`src/verilog/mult_pkg.sv`:
```
//====================================================================
// Shared definitions for the taint-tracking multiplier
// Controller state encoding and default operand width
//====================================================================

`default_nettype none

package mult_pkg;

    //====================================================================
    // Sizing
    //====================================================================

    // Operand width used when the top level is not overridden
    localparam int DEFAULT_WIDTH = 32;

    //====================================================================
    // Controller states
    //====================================================================

    // LOAD once, then WIDTH pairs of ADD and SHIFT, then DONE
    typedef enum logic [2:0] {
        IDLE  = 3'd0,
        LOAD  = 3'd1,
        ADD   = 3'd2,
        SHIFT = 3'd3,
        DONE  = 3'd4
    } mult_state_e;

endpackage : mult_pkg

`default_nettype wire

```
`src/verilog/mult_controller.sv`:
```
//====================================================================
// Shift-and-add multiplier controller
// Sequences load, clear, add and shift strobes with their taints
//====================================================================

`default_nettype none

module mult_controller
    import mult_pkg::*;
#(
    parameter int WIDTH
) (
    input  wire              clk,
    input  wire              rst_n,

    // Operation request
    input  wire              start,
    input  wire              start_t,

    // Multiplier word held in the datapath
    input  wire [WIDTH-1:0]  multiplier_reg,
    input  wire              multiplier_reg_t,

    // Status
    output logic             busy,
    output logic             done,

    // Strobes to the datapath, each with its own taint
    output logic             mrld,
    output logic             mrld_t,
    output logic             mdld,
    output logic             mdld_t,
    output logic             rsclear,
    output logic             rsclear_t,
    output logic             rsload,
    output logic             rsload_t,
    output logic             rsshr,
    output logic             rsshr_t
);

    // Step counter walks multiplier bits 0 to WIDTH-1
    localparam int STEP_W = $clog2(WIDTH);
    localparam logic [STEP_W-1:0] LAST_STEP = STEP_W'(WIDTH - 1);

    mult_state_e        state;
    mult_state_e        state_next;
    logic [STEP_W-1:0]  step;
    logic               run_t;
    logic               start_ok;
    logic               cur_bit;

    // Start is taken only when no run is in progress
    assign start_ok = start && ((state == IDLE) || (state == DONE));

    // Multiplier bit deciding the current add
    assign cur_bit = multiplier_reg[step];

    //====================================================================
    // State register and next-state logic
    //====================================================================

    always_ff @(posedge clk) begin
        if (!rst_n) begin
            state <= IDLE;
        end else begin
            state <= state_next;
        end
    end

    always_comb begin
        state_next = state;
        case (state)
            IDLE: begin
                if (start_ok) begin
                    state_next = LOAD;
                end
            end
            LOAD:  state_next = ADD;
            ADD:   state_next = SHIFT;
            SHIFT: begin
                if (step == LAST_STEP) begin
                    state_next = DONE;
                end else begin
                    state_next = ADD;
                end
            end
            // Back-to-back start skips IDLE
            DONE:    state_next = start_ok ? LOAD : IDLE;
            default: state_next = IDLE;
        endcase
    end

    //====================================================================
    // Step counter and run taint
    //====================================================================

    always_ff @(posedge clk) begin
        if (!rst_n) begin
            step <= '0;
        end else if (state == LOAD) begin
            step <= '0;
        end else if ((state == SHIFT) && (step != LAST_STEP)) begin
            step <= step + 1'b1;
        end
    end

    // Taint of the request itself, kept for the whole run
    always_ff @(posedge clk) begin
        if (!rst_n) begin
            run_t <= 1'b0;
        end else if (start_ok) begin
            run_t <= start_t;
        end
    end

    //====================================================================
    // Strobe decode
    //====================================================================

    always_comb begin
        mrld      = 1'b0;
        mrld_t    = 1'b0;
        mdld      = 1'b0;
        mdld_t    = 1'b0;
        rsclear   = 1'b0;
        rsclear_t = 1'b0;
        rsload    = 1'b0;
        rsload_t  = 1'b0;
        rsshr     = 1'b0;
        rsshr_t   = 1'b0;
        case (state)
            LOAD: begin
                mrld      = 1'b1;
                mrld_t    = run_t;
                mdld      = 1'b1;
                mdld_t    = run_t;
                rsclear   = 1'b1;
                rsclear_t = run_t;
            end
            ADD: begin
                rsload   = cur_bit;
                // Choice to add depends on a possibly tainted bit
                rsload_t = run_t | multiplier_reg_t;
            end
            SHIFT: begin
                rsshr   = 1'b1;
                rsshr_t = run_t;
            end
            default: begin
            end
        endcase
    end

    assign busy = (state == LOAD) || (state == ADD) || (state == SHIFT);
    assign done = (state == DONE);

    //====================================================================
    // Assertions
    //====================================================================

    a_add_shift_excl: assert property (
        @(posedge clk) disable iff (!rst_n)
        !(rsload && rsshr)
    ) else $error("rsload and rsshr high together");

    a_done_pulse: assert property (
        @(posedge clk) disable iff (!rst_n)
        done |=> !done
    ) else $error("done held for more than one cycle");

    a_idle_quiet: assert property (
        @(posedge clk) disable iff (!rst_n)
        (state == IDLE) |-> !(mrld || mdld || rsclear || rsload || rsshr)
    ) else $error("strobe issued in IDLE");

endmodule : mult_controller

`default_nettype wire

```
`src/verilog/mult_datapath.sv`:
```
//====================================================================
// Shift-and-add multiplier datapath
// Operand and running-sum registers with sticky one-bit taints
//====================================================================

`default_nettype none

module mult_datapath #(
    parameter int WIDTH
) (
    input  wire                clk,
    input  wire                rst_n,

    // Operands from outside
    input  wire [WIDTH-1:0]    multiplier,
    input  wire                multiplier_t,
    input  wire [WIDTH-1:0]    multiplicand,
    input  wire                multiplicand_t,

    // Strobes from the controller
    input  wire                mrld,
    input  wire                mrld_t,
    input  wire                mdld,
    input  wire                mdld_t,
    input  wire                rsclear,
    input  wire                rsclear_t,
    input  wire                rsload,
    input  wire                rsload_t,
    input  wire                rsshr,
    input  wire                rsshr_t,

    // Multiplier word back to the controller
    output logic [WIDTH-1:0]   multiplier_reg,
    output logic               multiplier_reg_t,

    // Result
    output logic [2*WIDTH-1:0] product,
    output logic               product_t
);

    // One extra bit catches the carry of each add
    localparam int SUM_W = 2 * WIDTH + 1;

    logic [SUM_W-1:0] md_reg;
    logic             md_reg_t;
    logic [SUM_W-1:0] rs_reg;
    logic             rs_reg_t;
    logic [SUM_W-1:0] md_ext;
    logic             strobe_t;

    // Multiplicand aligned to the upper half
    assign md_ext = {1'b0, multiplicand, {WIDTH{1'b0}}};

    // Taint of all running-sum strobes present this cycle
    assign strobe_t = rsclear_t | rsload_t | rsshr_t;

    //====================================================================
    // Operand registers
    //====================================================================

    always_ff @(posedge clk) begin
        if (!rst_n) begin
            multiplier_reg   <= '0;
            multiplier_reg_t <= 1'b0;
        end else if (mrld) begin
            multiplier_reg   <= multiplier;
            multiplier_reg_t <= multiplier_t | mrld_t;
        end else begin
            multiplier_reg_t <= multiplier_reg_t | mrld_t;
        end
    end

    always_ff @(posedge clk) begin
        if (!rst_n) begin
            md_reg   <= '0;
            md_reg_t <= 1'b0;
        end else if (mdld) begin
            md_reg   <= md_ext;
            md_reg_t <= multiplicand_t | mdld_t;
        end else begin
            md_reg_t <= md_reg_t | mdld_t;
        end
    end

    //====================================================================
    // Running sum
    //====================================================================

    // Clear wins over add, add wins over shift
    always_ff @(posedge clk) begin
        if (!rst_n) begin
            rs_reg   <= '0;
            rs_reg_t <= 1'b0;
        end else if (rsclear) begin
            rs_reg   <= '0;
            // Cleared sum carries only the taint of the clear decision
            rs_reg_t <= rsclear_t;
        end else if (rsload) begin
            rs_reg   <= rs_reg + md_reg;
            rs_reg_t <= rs_reg_t | md_reg_t | strobe_t;
        end else if (rsshr) begin
            rs_reg   <= rs_reg >> 1;
            rs_reg_t <= rs_reg_t | strobe_t;
        end else begin
            // A skipped add still leaks the taint of its decision
            rs_reg_t <= rs_reg_t | strobe_t;
        end
    end

    assign product   = rs_reg[2*WIDTH-1:0];
    assign product_t = rs_reg_t;

    //====================================================================
    // Assertions
    //====================================================================

    a_load_pair: assert property (
        @(posedge clk) disable iff (!rst_n)
        mrld == mdld
    ) else $error("multiplier and multiplicand loads out of step");

endmodule : mult_datapath

`default_nettype wire

```
`src/verilog/taint_mult_top.sv`:
```
//====================================================================
// Top level of the taint-tracking sequential multiplier
//====================================================================

`default_nettype none

module taint_mult_top
    import mult_pkg::*;
#(
    parameter int WIDTH = DEFAULT_WIDTH
) (
    input  wire                clk,
    input  wire                rst_n,

    // Request and operands, each with its taint
    input  wire                start,
    input  wire                start_t,
    input  wire [WIDTH-1:0]    multiplier,
    input  wire                multiplier_t,
    input  wire [WIDTH-1:0]    multiplicand,
    input  wire                multiplicand_t,

    // Status and result
    output logic               busy,
    output logic               done,
    output logic [2*WIDTH-1:0] product,
    output logic               product_t
);

    //====================================================================
    // Controller to datapath strobes
    //====================================================================

    logic             mrld;
    logic             mrld_t;
    logic             mdld;
    logic             mdld_t;
    logic             rsclear;
    logic             rsclear_t;
    logic             rsload;
    logic             rsload_t;
    logic             rsshr;
    logic             rsshr_t;

    // Multiplier word fed back for bit selection
    logic [WIDTH-1:0] multiplier_reg;
    logic             multiplier_reg_t;

    mult_controller #(
        .WIDTH (WIDTH)
    ) u_controller (
        .clk              (clk),
        .rst_n            (rst_n),
        .start            (start),
        .start_t          (start_t),
        .multiplier_reg   (multiplier_reg),
        .multiplier_reg_t (multiplier_reg_t),
        .busy             (busy),
        .done             (done),
        .mrld             (mrld),
        .mrld_t           (mrld_t),
        .mdld             (mdld),
        .mdld_t           (mdld_t),
        .rsclear          (rsclear),
        .rsclear_t        (rsclear_t),
        .rsload           (rsload),
        .rsload_t         (rsload_t),
        .rsshr            (rsshr),
        .rsshr_t          (rsshr_t)
    );

    mult_datapath #(
        .WIDTH (WIDTH)
    ) u_datapath (
        .clk              (clk),
        .rst_n            (rst_n),
        .multiplier       (multiplier),
        .multiplier_t     (multiplier_t),
        .multiplicand     (multiplicand),
        .multiplicand_t   (multiplicand_t),
        .mrld             (mrld),
        .mrld_t           (mrld_t),
        .mdld             (mdld),
        .mdld_t           (mdld_t),
        .rsclear          (rsclear),
        .rsclear_t        (rsclear_t),
        .rsload           (rsload),
        .rsload_t         (rsload_t),
        .rsshr            (rsshr),
        .rsshr_t          (rsshr_t),
        .multiplier_reg   (multiplier_reg),
        .multiplier_reg_t (multiplier_reg_t),
        .product          (product),
        .product_t        (product_t)
    );

endmodule : taint_mult_top

`default_nettype wire
```
`config.mk`:
```
export PLATFORM = sky130hd
export DESIGN_NAME = taint_mult_top
export DESIGN_NICKNAME = d
export VERILOG_FILES = /design/src/verilog/mult_pkg.sv /design/src/verilog/mult_controller.sv /design/src/verilog/mult_datapath.sv /design/src/verilog/taint_mult_top.sv
export SDC_FILE = /design/constraint.sdc
export NUM_CORES = 1
export LEC_CHECK = 0
export BUFFER_PORTS_ARGS = -buffer_cell sky130_fd_sc_hd__buf_2
export CORE_ASPECT_RATIO = 0.6
export CORE_MARGIN = 5
export CORE_UTILIZATION = 45
export DETAILED_ROUTE_END_ITERATION = 10
export GPL_TIMING_DRIVEN = 0
export PLACE_DENSITY = 0.67
export SLEW_MARGIN = 20
export SYNTH_ARGS = -nofsm -noshare
export SYNTH_HDL_FRONTEND = slang
export SYNTH_SLANG_ARGS = --single-unit
```
`constraint.sdc`:
```
create_clock -name clk -period 3.37 [get_ports clk]
set_input_delay 0.674 -clock clk [delete_from_list [all_inputs] [get_ports clk]]
set_output_delay 0.674 -clock clk [all_outputs]
set_load 0.05 [all_outputs]
```
== Yosys cells after proc, flatten, opt, wreduce, memory -nomap -nowiden ==
Index checks and enable logic that the tools add are counted.

* Logic and storage cells: 57
* Bits in read-only memories: 0
* Register bits: 141
* Bits of input ports: 70
* RAM bits: 0
* Latch bits: 0
* Memories: 0

* Div/mod/pow operators: 0
* $lt $le $gt $ge: 1
* Equal/unequal tests: 7
* Muxes and demuxes: 18
* Add/subtract/negate cells: 2
* Shift operators: 0
* Bitwise gates (word level): 11
* Multipliers: 0
* Reduce and logical (&&, ||, !) cells: 9

{| class="wikitable"
|+ Operators by type and width
! operator !! count
|-
| $mux W65 || 2
|-
| $add A65 B64 Y65 || 1
|-
| $pmux W3 S5 || 1
|-
| $mux W1 || 12
|-
| $or A1 B1 Y1 || 10
|-
| $eq A3 B2 Y1 const B || 2
|-
| $lt A5 B6 Y1 const B || 1
|-
| $mux W3 || 2
|-
| $add A5 B1 Y5 const B || 1
|-
| $bmux W1 S5 || 1
|-
| $eq A5 B5 Y1 const B || 1
|-
| $ne A5 B5 Y1 const B || 1
|-
| $reduce_or A2 Y1 || 2
|-
| $eq A3 B1 Y1 const B || 1
|-
| $eq A3 B3 Y1 const B || 1
|-
| $logic_not A3 Y1 || 1
|-
| $logic_or A1 B1 Y1 || 3
|-
| $logic_and A1 B1 Y1 || 2
|-
| $ne A2 B1 Y1 const B || 1
|-
| $reduce_bool A2 Y1 || 1
|-
| $not A1 Y1 || 1
|}

== Depth between registers and ports, before layout ==
* Depth after elaboration: 7
* Depth in mapped cells: 11
* Depth with buffers taken out: 11

== By module ==
Synthesis repeated with hierarchy kept, for this count alone.

* Cells, all modules: 925
* Area total of the unflattened synthesis: 8,211.6 µm²

{| class="wikitable"
|+ Modules (own cells, without submodules)
! module !! cells each !! times used !! seq. area each (µm²) !! area each (µm²)
|-
| mult_datapath || 854 || 1 || 2,642.5 || 7,445.9
|-
| mult_controller || 71 || 1 || 180.2 || 765.7
|}

== Worst setup path after synthesis ==
OpenSTA, ideal clock, no wires.

* Path type: register to register
* From: reg u_datapath.rs_reg[35]
* To: reg u_datapath.rs_reg[63]
* Clock period less this slack: 2,603 ps
* Stages on the path, launching flop included: 11
* Data required time: 3,240 ps
* Setup slack: 767 ps
* Path buffers: 0
* Setup time: 130 ps
* Data arrival time: 2,473 ps
* Path through: dfxtp_1 -> ha_1 -> a21o_1 -> a21oi_2 -> a211oi_1 -> or4b_1 -> a32oi_2 -> o21ai_1 -> a211oi_2 -> xor2_1 -> o22ai_1

* Word-level cells in the longest chain between the ends: 2

{| class="wikitable"
|+ RTL lines
! item !! line !! source
|-
| start: declaration || mult_datapath.sv:46 || <nowiki>logic [SUM_W-1:0] rs_reg;</nowiki>
|-
| start signal: assignment || mult_datapath.sv:99 || <nowiki>rs_reg <= rs_reg + md_reg;</nowiki>
|-
| start signal: assignment || mult_datapath.sv:102 || <nowiki>rs_reg <= rs_reg >> 1;</nowiki>
|-
| $add A65 B64 Y65 || mult_datapath.sv:99 ||
|-
| $mux W65 || mult_datapath.sv:98 || <nowiki>end else if (rsload) begin</nowiki>
|}

No other way between the ends.
A chain may end at the register's enable or synchronous reset.

== Final worst setup path ==
* From: reg u_datapath.rs_reg[35]
* To: reg u_datapath.rs_reg[61]

The elaborated chain is that of the path after synthesis.

==> impl_metrics.tcl <==
set metrics [dict create \
    power_leakage_nw 3.989 \
    fin_skew_ns 0.01033 \
    core-area_um2 16440 \
    cap_violations 0 \
    clk_latency_ns 0.42 \
    hpwlAfterDp_um 15860 \
    cp_cell_sequence "ha_1 > a21o_1 > a21oi_2 > a211oi_2 > o311a_1 > o2111ai_1 > a2111oi_2 > o41ai_1 > xor2_1 > o22ai_1" \
    yosys-top-cells-count "nand2_1 (246), dfxtp_1 (141), a21oi_1 (88)" \
    ys.flop_type "dfxtp_1" \
    pin_count 137 \
    synth-async-reset-ratio_pct 0 \
    max-vdd-ir-drop_mv 0.2909 \
    cp-start-kind "flip-flop" \
    antenna_found_initial 2 \
    die_w_um 178.0 \
    cts_tree "built" \
    crit_path_end_kind "flip-flop" \
    worstSetupPathType "flip-flop to flip-flop" \
    clock-root-buffer "clkbuf_16" \
    netlist_instances 939 \
    rsz0062_at_grt "false" \
    syn_to_final_growth_pct 20.29 \
    cts.sinks 141 \
    yosys-top-cells-area "dfxtp_1 (37%), nand2_1 (12%), a21boi_0 (6.7%)" \
    fin_nets 1198 \
    tightestPinTransition_ns 0.7434 \
    drt_iter0_drc 609 \
    fin_crit_ns 3.198 \
    netlist_area_um2 7621 \
    grt-ovfl-total 0 \
    start_util_pct 46.35 \
    synth.top_cell.area_share_pct 37.04 \
    cp.arrival_ns 3.48 \
    drive_gt1_share_pct 23.42 \
    drc 0 \
    rows 36 \
    ys_warn_count 0 \
    status "completed" \
    fmax_mhz 312.7 \
    cp.required_ns 3.66 \
    cp_slowest_cell "o41ai_1" \
    grt_pass1_vias 6575 \
    cp_max_fo 5 \
    post_cts_resized 0 \
    grt_use_total_pct 21.21 \
    fp.dieH_um 110.8 \
    grt_first_pass_wirelength_um 33990 \
    period_share_pct 94.90 \
    hold_viol_final 0 \
    power_density_nw_per_um2 424.2 \
    drt_pre_antenna_iters 5 \
    cts_hold_buf 0 \
    max_stage_delay_ns 0.54 \
    wirelength_um 20670 \
    synth_top_cell_by_area "dfxtp_1" \
    ys_types 57 \
    synth.most_common_cell "nand2_1" \
    synth_edf_count 0 \
    largest_reg_flops 65 \
    place_area_um2 8582 \
    vias 6894 \
    dieArea_um2 19720 \
    postCtsSetupRepairBufs 0 \
    wl_per_cell_um 15.48 \
    relSlewSlack_pct 50.44 \
    postLayoutCellArea_um2 9168 \
    syn_avg_cell_area_um2 8.116 \
    setup_tns_ns 0 \
    grt_max_degree 17 \
    final_antenna_net_count 0 \
    cts_htree_levels 4 \
    cts_buffers 17 \
    hold_class "flip-flop to flip-flop" \
    finalSetupViolCount 0 \
    synthesis.nets 1044 \
    fill_cells 1626 \
    maxSlewViolCount 0 \
    clock_path_buffers 2 \
    path_clk_slew_ns 0.07 \
    yosysSeqAreaShare_pct 37.04 \
    place.gp.congestion 0.9149 \
    port_buffers 135 \
    synth-seq-cells 141 \
    via_per_inst 5.164 \
]
==> power breakdown <==
part           switching, W  leakage, nW  internal, W
combinational      0.000223         2.57     0.000126
clock              0.000806        0.278     0.000989
sequential        0.0000282         1.14      0.00172
total               0.00106         3.99      0.00283
==> cell type report <==
cell class | instances | area, um^2 | share of cell area [%]
multi-input combinational | 674 | 4089 | 44.60
sequential | 141 | 2823 | 30.79
buffer | 118 | 700.7 | 7.643
timing repair buffer | 135 | 675.6 | 7.370
clock buffer | 18 | 439.2 | 4.790
tap | 228 | 285.3 | 3.112
clock inverter | 14 | 130.1 | 1.419
inverter | 6 | 22.52 | 0.2457
antenna | 1 | 2.502 | 0.02730
==> worst paths after layout <==
check | startpoint | to | slack (ns) | depth (start not counted)
setup / recovery | u_datapath.rs_reg[35] | u_datapath.rs_reg[61] | 0.17 | 10
hold / removal | u_datapath.rs_reg[0] | u_datapath.rs_reg[0] | 0.46 | 2
setup reg to reg | u_datapath.rs_reg[35] | u_datapath.rs_reg[61] | 0.17 | 10
hold reg to reg | u_datapath.rs_reg[0] | u_datapath.rs_reg[0] | 0.46 | 2
==> cells by family (layout without fill, tap and decap cells) <==
kind of cell               count (synthesis)  count (layout)  share of synthesized area (%)
AOI/OAI and AO/OA                        265             265                          22.97
xor gates and xnor gates                  29              29                          3.333
adders and majority gates                 35              35                          5.845
buffers and inverters                    124             291                          9.489
DFF                                      141             141                          37.04
muxes                                     14              14                          3.316
other                                      0               1                              0
and+or+nand+nor                          331             331                          18.01
==> critical path: cells and delay by family, from the launching register on <==
family                   cells  cell delay (ns)
adder cells (fa/ha/maj)      1             0.33
XOR/XNOR                     1             0.20
flip-flops                   1             0.43
AO/OA/AOI/OAI                8             2.12
==> through the flow <==
step                      setup WS (ns)  hold WS (ns)  power [W]  std cells  utilization, %
after detailed placement         0.1078        0.4490   0.002127       1302           52.20
final                            0.1720        0.4585   0.003889       1335           55.76
after global routing          0.0008635        0.4794   0.004045       1334           55.75
after CTS                       0.07130        0.4575   0.003916       1334           55.66
after floorplan                  0.7669        0.4367   0.001998        939               -
after global placement          0.07915        0.4455   0.002120       1302           52.20
==> cell usage in the layout, fill, tap and decap left out, types with 26 or more instances in the layout <==
master      n
buf_4      64
clkbuf_1   37
a21boi_0   68
nor2_1     33
a21oi_1    87
dfxtp_1   141
nand2_1   246
buf_2     143
a22oi_1    26
ha_1       34
==> layer usage <==
layer  routed length [um]  GRT usage, %  share of wire (%)
met1                10880         33.17                 53
met2                 7957         28.36                 38
met3                 1549         4.942                7.5
met4                  248         6.282                1.2
met5                   29             0               0.14
(Power assumes the default switching activity.)
